<file path="config.mk">
export PLATFORM = sky130hd
export DESIGN_NAME = executeStage
export DESIGN_NICKNAME = d
export VERILOG_FILES = /design/src/logic/execPkg.sv /design/src/logic/executeStage.sv /design/src/logic/flagUnit.sv /design/src/logic/alu.sv /design/src/logic/operandSelect.sv /design/src/logic/hazardControl.sv
export SDC_FILE = /design/constraint.sdc
export NUM_CORES = 1
export LEC_CHECK = 0
export BUFFER_PORTS_ARGS = -buffer_cell sky130_fd_sc_hd__buf_2
export CAP_MARGIN = 10
export CORE_MARGIN = 2
export CORE_UTILIZATION = 48
export DETAILED_ROUTE_END_ITERATION = 10
export PLACE_DENSITY_LB_ADDON = 0.05
export SETUP_SLACK_MARGIN = 0.2
export SLEW_MARGIN = 5
export SYNTH_ARGS = -nofsm -noshare
export SYNTH_HDL_FRONTEND = slang
export SYNTH_HIERARCHICAL = 1
export SYNTH_SLANG_ARGS = --single-unit
</file>
<file path="constraint.sdc">
create_clock -name clk -period 8.2 [get_ports clk]
set_input_delay 0.82 -clock clk [delete_from_list [all_inputs] [get_ports clk]]
set_output_delay 0.82 -clock clk [all_outputs]
set_load 0.05 [all_outputs]
</file>
<file path="src/logic/execPkg.sv">
package execPkg;

	localparam int wordWidth = 16;
	localparam int regIdxWidth = 3;

	typedef logic [wordWidth-1:0] word_t;
	typedef logic [regIdxWidth-1:0] regIdx_t;

	// major opcode, unlisted codes behave as no-operation
	typedef enum logic [3:0] {
		opAdd  = 4'b0000,
		opAdi  = 4'b0001,
		opNand = 4'b0010,
		opLhi  = 4'b0011,
		opLw   = 4'b0100,
		opSw   = 4'b0101,
		opJal  = 4'b1000
	} opcode_t;

	typedef enum logic [1:0] {
		condNone  = 2'b00,
		condZero  = 2'b01,
		condCarry = 2'b10
	} cond_t;

	typedef struct packed {
		logic zero;
		logic carry;
	} flags_t;

	typedef enum logic [2:0] {
		srcRegFile,
		srcImm,
		srcExMem,
		srcMemWbResult,
		srcMemWbLoad,
		srcMemWbLink
	} fwdSrc_t;

	typedef enum logic [1:0] {
		flagReg,
		flagExMem,
		flagMemWb
	} flagSrc_t;

	typedef struct packed {
		opcode_t opcode;
		cond_t   cond;
		regIdx_t regA;
		regIdx_t regB;
		regIdx_t regC;
		word_t   valueA;    // as read from the register file
		word_t   valueB;
		word_t   immediate; // already sign-extended
	} issue_t;

	typedef struct packed {
		opcode_t opcode;
		cond_t   cond;
		regIdx_t regA;
		regIdx_t regB;
		regIdx_t regC;
		logic    commit;
		word_t   result; // alu result or load-high value
		flags_t  flags;
	} exMemStage_t;

	typedef struct packed {
		opcode_t opcode;
		cond_t   cond;
		regIdx_t regA;
		regIdx_t regB;
		regIdx_t regC;
		logic    commit;
		word_t   result;
		flags_t  flags;
		word_t   loadData;
		word_t   pcPlusOne; // link value of jump-and-link
	} memWbStage_t;

	typedef struct packed {
		word_t  result;
		flags_t flags;
		logic   commit;
	} execOut_t;

	// store and no-ops write no register
	function automatic logic writesReg(opcode_t op);
		case (op)
			opAdd, opNand, opAdi, opLhi, opLw, opJal:
				return 1'b1;
			default:
				return 1'b0;
		endcase
	endfunction

	function automatic regIdx_t destReg(opcode_t op, regIdx_t regA, regIdx_t regB,
		regIdx_t regC);
		case (op)
			opAdd, opNand:
				return regC;
			opAdi:
				return regB;
			default:
				return regA; // lhi, lw, jal
		endcase
	endfunction

	function automatic logic isFlagWriter(opcode_t op);
		return (op == opAdd) || (op == opNand) || (op == opAdi);
	endfunction

endpackage
</file>
<file path="src/logic/executeStage.sv">
`timescale 1ns/10ps

module executeStage
(
	input  logic                 clk,
	input  logic                 reset,
	input  execPkg::issue_t      issue,
	input  execPkg::exMemStage_t exMem,
	input  execPkg::memWbStage_t memWb,
	output execPkg::execOut_t    execResult,
	output execPkg::flags_t      flagState
);

	import execPkg::*;

	fwdSrc_t  fwdA;
	fwdSrc_t  fwdB;
	flagSrc_t flagSel;
	logic     flagRegWrite;
	word_t    aluIn1;
	word_t    aluIn2;
	word_t    aluResult;
	flags_t   aluFlags;
	logic     commit;

	hazardControl hazardCtl
	(
		.issue        (issue),
		.exMem        (exMem),
		.memWb        (memWb),
		.fwdA         (fwdA),
		.fwdB         (fwdB),
		.flagSel      (flagSel),
		.flagRegWrite (flagRegWrite)
	);

	operandSelect opSel
	(
		.issue  (issue),
		.exMem  (exMem),
		.memWb  (memWb),
		.fwdA   (fwdA),
		.fwdB   (fwdB),
		.aluIn1 (aluIn1),
		.aluIn2 (aluIn2)
	);

	alu aluUnit
	(
		.opcode (issue.opcode),
		.aluIn1 (aluIn1),
		.aluIn2 (aluIn2),
		.result (aluResult),
		.flags  (aluFlags)
	);

	flagUnit flags
	(
		.clk          (clk),
		.reset        (reset),
		.cond         (issue.cond),
		.flagSel      (flagSel),
		.flagRegWrite (flagRegWrite),
		.exMemFlags   (exMem.flags),
		.memWbFlags   (memWb.flags),
		.commit       (commit),
		.flagState    (flagState)
	);

	assign execResult = '{result: aluResult, flags: aluFlags, commit: commit};

endmodule

</file>
<file path="src/logic/flagUnit.sv">
`timescale 1ns/10ps

module flagUnit
(
	input  logic              clk,
	input  logic              reset,
	input  execPkg::cond_t    cond,
	input  execPkg::flagSrc_t flagSel,
	input  logic              flagRegWrite,
	input  execPkg::flags_t   exMemFlags,
	input  execPkg::flags_t   memWbFlags,
	output logic              commit,
	output execPkg::flags_t   flagState
);

	import execPkg::*;

	flags_t selFlags; // flags the condition is tested against

	// architectural flag register, written from writeback
	always_ff @(posedge clk)
	begin
		if (!reset)
			flagState <= '0;
		else if (flagRegWrite)
			flagState <= memWbFlags;
	end

	always_comb
	begin
		case (flagSel)
			flagExMem:
				selFlags = exMemFlags;
			flagMemWb:
				selFlags = memWbFlags;
			default:
				selFlags = flagState;
		endcase
	end

	always_comb
	begin
		case (cond)
			condCarry:
				commit = selFlags.carry;
			condZero:
				commit = selFlags.zero;
			default:
				commit = 1'b1; // unconditional
		endcase
	end

endmodule

</file>
<file path="src/logic/alu.sv">
`timescale 1ns/10ps

module alu
(
	input  execPkg::opcode_t opcode,
	input  execPkg::word_t   aluIn1,
	input  execPkg::word_t   aluIn2,
	output execPkg::word_t   result,
	output execPkg::flags_t  flags
);

	import execPkg::*;

	logic [wordWidth:0] sum; // extra bit holds carry-out
	word_t nandOut;
	logic  isNand;

	assign sum = {1'b0, aluIn1} + {1'b0, aluIn2};
	assign nandOut = ~(aluIn1 & aluIn2);
	assign isNand = (opcode == opNand);

	// everything that is not nand adds, addresses included
	assign result = isNand ? nandOut : sum[wordWidth-1:0];
	assign flags.carry = isNand ? 1'b0 : sum[wordWidth];
	assign flags.zero = (result == '0);

endmodule

</file>
<file path="src/logic/operandSelect.sv">
`timescale 1ns/10ps

module operandSelect
(
	input  execPkg::issue_t      issue,
	input  execPkg::exMemStage_t exMem,
	input  execPkg::memWbStage_t memWb,
	input  execPkg::fwdSrc_t     fwdA,
	input  execPkg::fwdSrc_t     fwdB,
	output execPkg::word_t       aluIn1,
	output execPkg::word_t       aluIn2
);

	import execPkg::*;

	// six-way word mux shared by both alu inputs
	function automatic word_t pickOperand(fwdSrc_t sel, word_t regValue, word_t imm,
		exMemStage_t ex, memWbStage_t wb);
		case (sel)
			srcImm:
				return imm;
			srcExMem:
				return ex.result;
			srcMemWbResult:
				return wb.result;
			srcMemWbLoad:
				return wb.loadData;
			srcMemWbLink:
				return wb.pcPlusOne;
			default:
				return regValue; // srcRegFile
		endcase
	endfunction

	assign aluIn1 = pickOperand(fwdA, issue.valueA, issue.immediate, exMem, memWb);
	assign aluIn2 = pickOperand(fwdB, issue.valueB, issue.immediate, exMem, memWb);

endmodule

</file>
<file path="src/logic/hazardControl.sv">
`timescale 1ns/10ps

module hazardControl
(
	input  execPkg::issue_t      issue,
	input  execPkg::exMemStage_t exMem,
	input  execPkg::memWbStage_t memWb,
	output execPkg::fwdSrc_t     fwdA,
	output execPkg::fwdSrc_t     fwdB,
	output execPkg::flagSrc_t    flagSel,
	output logic                 flagRegWrite
);

	import execPkg::*;

	logic    readsA;      // input A comes from a register
	logic    readsB;
	fwdSrc_t baseA;       // source when nothing is forwarded
	fwdSrc_t baseB;
	regIdx_t exMemDest;
	regIdx_t memWbDest;
	logic    exMemFwd;    // exMem result may be forwarded
	logic    memWbFwd;
	fwdSrc_t memWbKind;   // which memWb value carries the register
	logic    exMemFlagWr;
	logic    memWbFlagWr;

	function automatic fwdSrc_t pickSource(logic readsReg, fwdSrc_t base, logic exMemHit,
		logic memWbHit, fwdSrc_t wbKind);
		if (!readsReg)
			return base;
		else if (exMemHit)
			return srcExMem; // newest producer first
		else if (memWbHit)
			return wbKind;
		else
			return srcRegFile;
	endfunction

	// operand usage of the issued instruction
	always_comb
	begin
		readsA = 1'b0;
		readsB = 1'b0;
		baseA = srcRegFile;
		baseB = srcRegFile;
		case (issue.opcode)
			opAdd, opNand:
			begin
				readsA = 1'b1;
				readsB = 1'b1;
			end
			opAdi:
			begin
				readsA = 1'b1;
				baseB = srcImm;
			end
			opLw, opSw:
			begin
				baseA = srcImm; // address is imm + regB
				readsB = 1'b1;
			end
			default:
			begin
				baseA = srcRegFile; // lhi, jal and no-ops read nothing here
			end
		endcase
	end

	assign exMemDest = destReg(exMem.opcode, exMem.regA, exMem.regB, exMem.regC);
	assign memWbDest = destReg(memWb.opcode, memWb.regA, memWb.regB, memWb.regC);

	// loads and links in exMem have no value yet, stalling happens upstream
	assign exMemFwd = exMem.commit && writesReg(exMem.opcode)
		&& !(exMem.opcode inside {opLw, opJal});
	assign memWbFwd = memWb.commit && writesReg(memWb.opcode);

	always_comb
	begin
		case (memWb.opcode)
			opLw:
				memWbKind = srcMemWbLoad;
			opJal:
				memWbKind = srcMemWbLink;
			default:
				memWbKind = srcMemWbResult;
		endcase
	end

	assign fwdA = pickSource(readsA, baseA, exMemFwd && (exMemDest == issue.regA),
		memWbFwd && (memWbDest == issue.regA), memWbKind);
	assign fwdB = pickSource(readsB, baseB, exMemFwd && (exMemDest == issue.regB),
		memWbFwd && (memWbDest == issue.regB), memWbKind);

	assign exMemFlagWr = exMem.commit && isFlagWriter(exMem.opcode);
	assign memWbFlagWr = memWb.commit && isFlagWriter(memWb.opcode);

	always_comb
	begin
		if (exMemFlagWr)
			flagSel = flagExMem;
		else if (memWbFlagWr)
			flagSel = flagMemWb;
		else
			flagSel = flagReg;
	end

	assign flagRegWrite = memWbFlagWr; // flags retire from writeback

endmodule

</file>
==> metrics, run 1 <==
net total in the final layout=900; number of unique standard cell types used by synthesis=~70; power per unit of standard cell area=between 90 and 100 nW/µm²; final routed wire length divided by cell count=around 17 µm; number of H-tree levels=1; Sum Neg Setup Slack=0 ns; max frequency=between 0.1 and 0.15 GHz; final-report setup violation count=0; first-pass detailed-route iteration total=7; vias in the first global route=roughly 4600; Synth Warn #=6; maximum number of pins on one net before global-route repair=56; capturing element type of the critical path=output pin; crit path cell chain=buf_2, or2_4, or3_1, a311o_1, a211o_1, or2_1, a21oi_4, buf_4, a22o_1, nand2_1, a31oi_2, ha_2, inv_1, fa_1, xnor2_1, nor2_1, a21oi_1, or3_1, or4_1, a2111oi_2, or4b_1, a2111o_1, nor4_2, buf_4; number of flip-flops and latches in the synthesized netlist=2; period utilisation layout=92.5%; Initial Utilization=around half; drc violations=0; remaining max-slew budget at the tightest pin=roughly 61%; cell leakage power=approximately 2.2 nW; count of pins on the block boundary=186; crit path buf inv count=4; run status=finished clean; number of max-capacitance violations reported=0; Port Buffers=178; pins over their slew limit=0; classification of the worst setup path=in2out; area of the die=8410 µm²; dpl cells=between 800 and 900; total CTS buffers=3; required time of the critical path=about 7.4 ns; area occupied by multi-input gates=3420 µm²; worst IR drop on VDD=around 120 µV; post-route minimum period=between 7 and 8 ns; Hold Crit Class=reg2reg; number of nets with antenna violations after routing=0; wire length of the first global-routing pass=~22000 µm; cell taking the most area after synthesis=sky130_fd_sc_hd__ha_1; family with the most delay on the worst path=simple AND/OR/NAND/NOR gates; post-detailed-placement half-perimeter wirelength=around 11000 µm; register cell area after layout=around 40 µm²; final setup skew=0 ns; Die Y-Extent=between 90 and 100 µm; post-place instance area=about 4700 µm²; clock-pin slew on the worst setup and hold paths=0.03 ns; Root Buffer Master=sky130_fd_sc_hd__clkbuf_8; CTS tree=built; number of placement rows=31; biggest fanout along the worst timing path=12; commonest non-fill, non-tap cell in the layout=sky130_fd_sc_hd__buf_2; count of mapped cells out of synthesis=545; register area share after synthesis=approximately 1.1%; pre-CTS setup slack=0.408 ns; Layout Cells excl Fill=812; clock tree buffer depth=2; synth top area cells=sky130_fd_sc_hd__ha_1 6.8%, sky130_fd_sc_hd__nor2b_1 6.6%, sky130_fd_sc_hd__o21a_1 6.1%, sky130_fd_sc_hd__a222oi_1 5.1%, sky130_fd_sc_hd__a21o_1 4.9%; worst-path cell with the longest stage delay=sky130_fd_sc_hd__or4b_1; total detailed-routing wirelength=roughly 14000 µm; post-synthesis net count=between 700 and 800; worst hold margin=just under 0.6 ns; WP data arrival=6.76 ns; detailed router's first-iteration violation count=slightly above 400; count of flip-flops with a built-in enable after synthesis=0; top flop regs=flags/flagState x2; via density per instance=between 6 and 7; Setup WS post-layout=around 0.6 ns; layout cell share with drive strength beyond 1=34.1%; predominant post-synthesis flop cell=sky130_fd_sc_hd__dfxtp_1; post-synthesis instance area=3690 µm²; Most flops, register=flags/flagState; placeable core area=between 7000 and 8000 µm²; area share of the leading cell type in the synthesized netlist=around 6.8%; Global Route Usage Sum=a little under a third; worst slew pin tran=between 0.5 and 0.6 ns; number of antenna violations at the first check in global routing=1; unrepaired setup endpoints after global routing=false; synthesized area per cell=6.78 µm²; placer congestion estimate=around 0.95; number of filler instances in the final layout=approximately 700; Final Hold Viols=0; relative area change from synthesis to final layout=31.4%; Worst setup SP type=primary input; maximum cell stage delay along the critical path=0.48 ns; detailed-route via count=roughly 5000; TritonCTS Sinks=2; top library cells by usage in the layout, fill and taps aside=177 x sky130_fd_sc_hd__buf_2, 38 x sky130_fd_sc_hd__nor2b_1, 34 x sky130_fd_sc_hd__nor2_1; clock network latency to the later pin of the worst-skew pair=approximately 0.21 ns; die width=91.7 µm; post-route cell area=around 4900 µm²; fraction of registers with async set or reset after synthesis=0%; number of flip-flops under the largest register name=2; aggregate global routing overflow=0
[synthesized netlist by cell type, types with 6 or more instances]
master                     instances
sky130_fd_sc_hd__mux2i_1           8
sky130_fd_sc_hd__a21oi_1          26
sky130_fd_sc_hd__nand2_1          24
sky130_fd_sc_hd__nor2_1           34
sky130_fd_sc_hd__a21o_1           24
sky130_fd_sc_hd__a31oi_1          12
sky130_fd_sc_hd__nor2b_1          39
sky130_fd_sc_hd__o21a_1           30
sky130_fd_sc_hd__or3_1             6
sky130_fd_sc_hd__ha_1             20
sky130_fd_sc_hd__clkbuf_1         13
sky130_fd_sc_hd__a222oi_1         19
sky130_fd_sc_hd__o21ai_0          28
sky130_fd_sc_hd__buf_4             6
sky130_fd_sc_hd__xnor2_1          14
sky130_fd_sc_hd__inv_1            25
sky130_fd_sc_hd__nand2b_1         21
sky130_fd_sc_hd__o21bai_1         12
sky130_fd_sc_hd__a22oi_1          19
sky130_fd_sc_hd__buf_2            21
sky130_fd_sc_hd__o211ai_1          8
sky130_fd_sc_hd__a22o_1            8
sky130_fd_sc_hd__a211oi_1          6
sky130_fd_sc_hd__o21ai_1          25
sky130_fd_sc_hd__nor3_1            8
[timing repair]
item / CTS / global route
buffers inserted: 0 / 2
resized for setup: 0 / 14
hold buffers: 0 / 0
endpoints found under the setup margin: 0 / 2
[worst register-to-register path, delay by kind of cell, from the launching register on]
| family | cells | cell delay, ns |
|---|---|---|
| multiplexers | 1 | 0.15 |
| flip-flops | 1 | 0.31 |
| AND/OR/NAND/NOR | 1 | 0.08 |
[stage by stage]
step / utilization, % / power [mW]
CTS: 64.5 / 0.458
finish: 65.8 / 0.467
detailed placement: 63.9 / 0.416
floorplan: - / 0.297
global placement: 63.9 / 0.410
global route: 65.8 / 0.503
[logic make-up (layout without fill, tap and decap cells)]
group           after synthesis  after routing  share of synthesized area (%)
flops                         2              2                           1.08
xor+xnor                     18             18                           4.27
simple gates                172            172                           26.9
mux                          13             13                           3.69
compound gates              250            251                           47.8
other cells                   0              1                              0
fa+ha+maj                    21             21                           7.32
buf+inv                      69            235                           8.94
[power breakdown]
part           leakage [nW]  internal [mW]  switching [mW]  total (mW)
sequential           0.0162         0.0101        0.000196      0.0103
clock                0.0216         0.0311         0.00791      0.0390
combinational          2.19          0.152           0.266       0.417
total                  2.23          0.193           0.274       0.467
[layout make-up]
class	instances	area share (%)
multi-input cells	475	70.4
well taps	99	2.55
clock buffers	3	0.851
repair buffers	207	23.3
flip-flops and latches	2	0.825
diodes	1	0.0516
inverters	25	1.93
[final timing paths]
check / start / depth (start not counted) / slack [ns] / to
hold reg to reg: flags/flagState[1] / 2 / 0.59 / flags/flagState[1]
hold / removal: flags/flagState[1] / 2 / 0.59 / flags/flagState[1]
setup / recovery: exMem[32] / 24 / 0.62 / execResult[2]
setup reg to reg: flags/flagState[0] / 2 / 7.54 / flags/flagState[0]
[metal layers]
metal  track usage, %  vias up  share of wire, %  routed length, µm
met2             55.0      265                48               6710
li1                 -     2413                 -                  -
met3             1.97       21               8.7               1200
met5                0        -                 0                  0
met1             40.4     2323                41               5720
met4             4.98        0               1.5                208
Note: power is estimated with default switching activity, not from simulation.
==> run 2, diff against run 1 <==
--- a/config.mk
+++ b/config.mk
@@ -7,9 +7,11 @@
 export LEC_CHECK = 0
 export BUFFER_PORTS_ARGS = -buffer_cell sky130_fd_sc_hd__buf_2
 export CAP_MARGIN = 10
+export CORE_ASPECT_RATIO = 1.1
 export CORE_MARGIN = 2
 export CORE_UTILIZATION = 48
 export DETAILED_ROUTE_END_ITERATION = 10
+export MAX_ROUTING_LAYER = met4
 export PLACE_DENSITY_LB_ADDON = 0.05
 export SETUP_SLACK_MARGIN = 0.2
 export SLEW_MARGIN = 5
==> run 2 against run 1 <==
  * Register-to-register slack about the same
  * Die area about the same
  * Non-clock buffer count decreased by 6
  * Critical endpoint unchanged
  * Largest cell class unchanged
  * Largest power group unchanged
==> metrics, run 2 (synthesis gave the netlist of run 1 again) <==
power per unit of standard cell area=a little under 100 nW/µm²; number of nets with antenna violations after routing=0; post-detailed-placement half-perimeter wirelength=about 11000 µm; Global Route Usage Sum=30.7%; most prevalent standard cell on the critical path=sky130_fd_sc_hd__or3_1; post-place instance area=between 4000 and 5000 µm²; placeable core area=around 7500 µm²; maximum cell stage delay along the critical path=between 0.4 and 0.5 ns; net total in the final layout=a little under 900; classification of the worst setup path=in2out; clock-pin slew on the worst setup and hold paths=0.03 ns; number of flip-flops under the largest register name=2; Die Y-Extent=around 96 µm; Global Route met2 Usage=52.7%; Hold Crit Class=reg2reg; clock network latency to the later pin of the worst-skew pair=0.21 ns; final-report setup violation count=0; vias in the first global route=around 4500; register cell area after layout=around 40 µm²; dpl cells=806; number of filler instances in the final layout=about 720; number of H-tree levels=1; unrepaired setup endpoints after global routing=false; CTS tree=built; detailed router's first-iteration violation count=about 310; Initial Utilization=between 40% and 50%; Setup WS post-layout=around 0.58 ns; aggregate global routing overflow=0; area occupied by multi-input gates=roughly 3400 µm²; TritonCTS Sinks=2; crit path cell chain=buf_2, or2_4, or3_1, a311o_1, a211o_1, o2111ai_1, a31oi_2, buf_4, nor2b_1, o21ai_0, a31oi_1, ha_1, inv_1, fa_1, xnor2_1, nor2_1, a21oi_1, or3_1, or4_1, a2111oi_2, or4b_1, a2111o_1, nor4_2, clkbuf_4; Sum Neg Setup Slack=0 ns; biggest fanout along the worst timing path=12; Final Hold Viols=0; drc violations=0; period utilisation layout=~93%; run status=finished clean; top flop regs=flags/flagState x2; die width=87.6 µm; worst slew pin tran=approximately 0.64 ns; WP data arrival=6.80 ns; post-route cell area=4750 µm²; clock tree buffer depth=2; final setup skew=0 ns; max frequency=between 0.1 and 0.15 GHz; number of max-capacitance violations reported=0; crit path buf inv count=4; number of antenna diodes=0; count of pins on the block boundary=roughly 190; wire length of the first global-routing pass=~20000 µm; placer congestion estimate=approximately 0.95; layer with the highest usage=met2; launch point of the worst path=exMem[32]; Port Buffers=approximately 180; total CTS buffers=3; min-delay src=flags/flagState[1]; final routed wire length divided by cell count=between 15 and 20 µm; first-pass detailed-route iteration total=6; required time of the critical path=7.38 ns; maximum number of pins on one net before global-route repair=30; Total Power Consumption=around 0.46 mW; worst flop-to-flop path startpoint=flags/flagState[0]; Worst setup SP type=primary input; Setup Buffers After CTS=0; commonest non-fill, non-tap cell in the layout=sky130_fd_sc_hd__buf_2; Most flops, register=flags/flagState; global routing met1 resource utilization=between 30% and 40%; post-route minimum period=around 7.6 ns; worst IR drop on VDD=about 130 µV; met3 Resource Use GR=under 10%; total detailed-routing wirelength=13400 µm; top library cells by usage in the layout, fill and taps aside=178 x sky130_fd_sc_hd__buf_2, 38 x sky130_fd_sc_hd__nor2b_1, 33 x sky130_fd_sc_hd__nor2_1; via density per instance=6.07; number of placement rows=33; area of the die=around 8400 µm²; pins over their slew limit=0; Root Buffer Master=sky130_fd_sc_hd__clkbuf_8; detailed-route via count=around 4900; cell leakage power=about 2.2 nW; FF-to-FF setup slack=around 7.6 ns; relative area change from synthesis to final layout=28.6%; Layout Cells excl Fill=a little over 800; remaining max-slew budget at the tightest pin=57.0%; pre-CTS setup slack=roughly 0.33 ns; number of antenna violations at the first check in global routing=0; layout cell share with drive strength beyond 1=between 30% and 40%; capturing element type of the critical path=output pin; family with the most delay on the worst path=compound AO/OA/AOI/OAI gates; worst-path cell with the longest stage delay=sky130_fd_sc_hd__or4b_1
-- run 2: cell types whose count changed in the layout (fill, tap and decap cells not counted), sizes merged --
cell / change
a31oi: -1
diode: -1
buf: -6
-- run 2: stage by stage --
stage	hold WS (ns)	utilization [%]
2_1_floorplan	0.750	-
3_3_place_gp	0.531	62.5
3_5_place_dp	0.548	62.5
4_1_cts	0.552	63.1
5_1_grt	0.601	63.5
6_report	0.555	63.5
-- run 2: area by class of cell --
class	count	share of cell area, %
Multi-Input combinational cell	474	70.9
Timing Repair Buffer	201	22.6
Tap cell	105	2.77
Inverter	25	1.98
Clock buffer	3	0.870
Sequential cell	2	0.843
-- run 2: metal layers --
| layer | up-vias | wire (µm) |
|---|---|---|
| li1 | 2405 | - |
| met1 | 2246 | 5620 |
| met2 | 242 | 6330 |
| met3 | 26 | 1080 |
| met4 | 0 | 354 |
| met5 | - | 0 |
-- run 2: final timing paths --
kind / cells after the start / end
worst max-delay path: 24 / execResult[2]
worst min-delay path: 2 / flags/flagState[1]
worst max register to register: 2 / flags/flagState[0]
worst min register to register: 2 / flags/flagState[1]
-- run 2: worst reg2reg max path, stage by stage, from the launching register on --
cell and delay [ns]:
sky130_fd_sc_hd__dfxtp_1 0.32, sky130_fd_sc_hd__mux2i_1 0.15, sky130_fd_sc_hd__nor2b_1 0.06
-- run 2: power by group --
group	switching, mW	internal, mW	total (mW)
Combinational	0.262	0.148	0.410
Clock	0.00731	0.0310	0.0383
Sequential	0.000242	0.0101	0.0104
-- run 2: repair_timing --
| item | CTS | global route |
|---|---|---|
| hold buffers | 0 | 0 |
| gates resized for setup | 0 | 10 |
| setup endpoints to repair | 0 | 2 |
==> run 3, diff against run 2 <==
--- a/config.mk
+++ b/config.mk
@@ -10,9 +10,11 @@
 export CORE_ASPECT_RATIO = 1.1
 export CORE_MARGIN = 2
 export CORE_UTILIZATION = 48
+export CTS_CLUSTER_DIAMETER = 150
 export DETAILED_ROUTE_END_ITERATION = 10
 export MAX_ROUTING_LAYER = met4
 export PLACE_DENSITY_LB_ADDON = 0.05
+export REMOVE_ABC_BUFFERS = 1
 export SETUP_SLACK_MARGIN = 0.2
 export SLEW_MARGIN = 5
 export SYNTH_ARGS = -nofsm -noshare
==> run 3 against run 2 <==
  * Register-to-register slack gained 0.04 ns
  * Die area is the same
  * Cell count grew 0.25%
  * Via count grew 1.8%
  * First-iteration DRC count grew 41%
  * Fmax shrank 1.4%
  * Flip-flop and latch count is the same
  * Combinational power grew 1%
  * Critical path depth shrank 1
  * Utilization grew 1.0 points
  * Global-route usage shrank 0.51 points
  * Critical endpoint unchanged
  * Highest routed layer unchanged
==> metrics, run 3 (synthesis gave the netlist of run 1 again) <==
run status=finished clean; number of placement rows=33; first-pass detailed-route iteration total=6; maximum number of pins on one net before global-route repair=45; required time of the critical path=roughly 7.4 ns; worst hold margin=roughly 0.55 ns; biggest fanout along the worst timing path=12; net total in the final layout=about 900; total CTS buffers=3; placer congestion estimate=between 0.9 and 1; Layout Cells excl Fill=between 800 and 900; number of max-capacitance violations reported=0; classification of the worst setup path=in2out; total detailed-routing wirelength=13200 µm; max frequency=~0.13 GHz; number of filler instances in the final layout=roughly 720; unrepaired setup endpoints after global routing=false; area of the die=around 8400 µm²; period utilisation layout=between 90 and 100%; Global Route Usage Sum=30.2%; Port Buffers=approximately 180; drc violations=0; capturing element type of the critical path=output pin; Total Power Consumption=about 0.46 mW; die width=87.6 µm; vias in the first global route=approximately 4500; top library cells by usage in the layout, fill and taps aside=177 x sky130_fd_sc_hd__buf_2, 39 x sky130_fd_sc_hd__nor2b_1, 34 x sky130_fd_sc_hd__nor2_1; Power Internal=between 0.15 and 0.2 mW; wire length of the first global-routing pass=approximately 20000 µm; CTS hold repair buffers=0; Most flops, register=flags/flagState; Hold Crit Class=reg2reg; Root Buffer Master=sky130_fd_sc_hd__clkbuf_8; layout cell share with drive strength beyond 1=~34%; TritonCTS Sinks=2; Initial Utilization=approximately 49%; worst slew pin tran=0.603 ns; Sum Neg Setup Slack=0 ns; Die Y-Extent=96 µm; maximum cell stage delay along the critical path=around 0.56 ns; count of pins on the block boundary=186; share of power burned in registers=between 2 and 2.5%; final setup skew=0 ns; number of nets with antenna violations after routing=0; power per unit of standard cell area=96.3 nW/µm²; final routed wire length divided by cell count=16.3 µm; placeable core area=roughly 7500 µm²; number of antenna violations at the first check in global routing=0; Clock power frac=under 10%; switching share of power=58.8%; family with the most delay on the worst path=compound AO/OA/AOI/OAI gates; via density per instance=~6; crit path cell chain=buf_2, or2_4, or3_1, a311o_1, a211o_1, o2111ai_2, a31oi_4, buf_4, and2_4, a222oi_1, o21ai_1, o21a_1, ha_1, a211oi_2, or4b_1, o221ai_1, o21a_1, or4_1, a2111oi_2, or4b_1, a2111o_1, nor4_2, clkbuf_4; worst IR drop on VDD=~150 µV; clock tree buffer depth=2; final-report setup violation count=0; relative area change from synthesis to final layout=30.6%; Worst setup SP type=primary input; number of antenna diodes=0; post-detailed-placement half-perimeter wirelength=roughly 10000 µm; WP data arrival=between 6 and 7 ns; area occupied by multi-input gates=around 3400 µm²; pins over their slew limit=0; clock network latency to the later pin of the worst-skew pair=0.21 ns; post-route minimum period=between 7 and 8 ns; crit path buf inv count=3; Logic pwr share=between 80% and 90%; worst-path cell with the longest stage delay=sky130_fd_sc_hd__or4_1; number of H-tree levels=1; remaining max-slew budget at the tightest pin=around three fifths; aggregate global routing overflow=0; top flop regs=flags/flagState x2; number of flip-flops under the largest register name=2; net switching component of the power=between 0.2 and 0.3 mW; detailed router's first-iteration violation count=between 400 and 500; detailed-route via count=roughly 5000; clock-pin slew on the worst setup and hold paths=0.03 ns; commonest non-fill, non-tap cell in the layout=sky130_fd_sc_hd__buf_2; Final Hold Viols=0; cell leakage power=~2.2 nW; CTS tree=built; register cell area after layout=roughly 40 µm²; dpl cells=roughly 810
-- run 3: cell count changes in the layout (fill, tap and decap cells not counted), sizes merged --
cell	delta
buf	+2
-- run 3: cell type report --
type,count,area share (%)
clock buffer,3,0.856
sequential,2,0.830
timing repair buffer,203,23.2
tap,105,2.72
multi-input combinational,474,70.5
inverter,25,1.95
-- run 3: final timing paths --
check / start / end / slack, ns / cells past startpoint
worst max-delay path: exMem[32] / execResult[2] / 0.48 / 23
worst min-delay path: flags/flagState[1] / flags/flagState[1] / 0.55 / 2
worst max register to register: flags/flagState[0] / flags/flagState[0] / 7.59 / 2
worst min register to register: flags/flagState[1] / flags/flagState[1] / 0.55 / 2
-- run 3: stage by stage --
step	utilization, %	worst slack [ns]	area (µm²)
after global routing	64.6	0.202	4820
after detailed placement	63.2	0.184	4720
after global placement	63.2	0.298	4720
final	64.6	0.477	4820
after floorplan	-	-2.20	3460
after CTS	63.8	0.214	4770
-- run 3: per-layer routing --
| layer | wire (µm) | vias up | global-route usage, % |
|---|---|---|---|
| li1 | - | 2403 | - |
| met1 | 5430 | 2271 | 38.2 |
| met4 | 226 | 0 | 6.67 |
| met5 | 0 | - | - |
| met3 | 1150 | 25 | 1.72 |
| met2 | 6420 | 308 | 52.8 |
-- run 3: what timing repair did --
| action | CTS | global route |
|---|---|---|
| buffers inserted | 0 | 2 |
| setup endpoints to repair | 1 | 1 |
| pin swaps | 0 | 2 |
| cloned | 0 | 0 |
| resized for setup | 1 | 9 |
-- run 3: worst reg2reg max path: cells and delay by family, from the launching register on --
family,cells,cell delay (ns)
AND/OR/NAND/NOR,1,0.06
multiplexers,1,0.13
flip-flops,1,0.31
-- run 3: power groups by stage --
stage / clock, mW / sequential [mW] / combinational [mW]
detailed placement: 0 / 0.0104 / 0.404
global placement: 0 / 0.0104 / 0.397
floorplan: 0 / 0.0114 / 0.280
CTS: 0.0416 / 0.0103 / 0.406
finish: 0.0406 / 0.0103 / 0.414
global route: 0.0419 / 0.0103 / 0.446
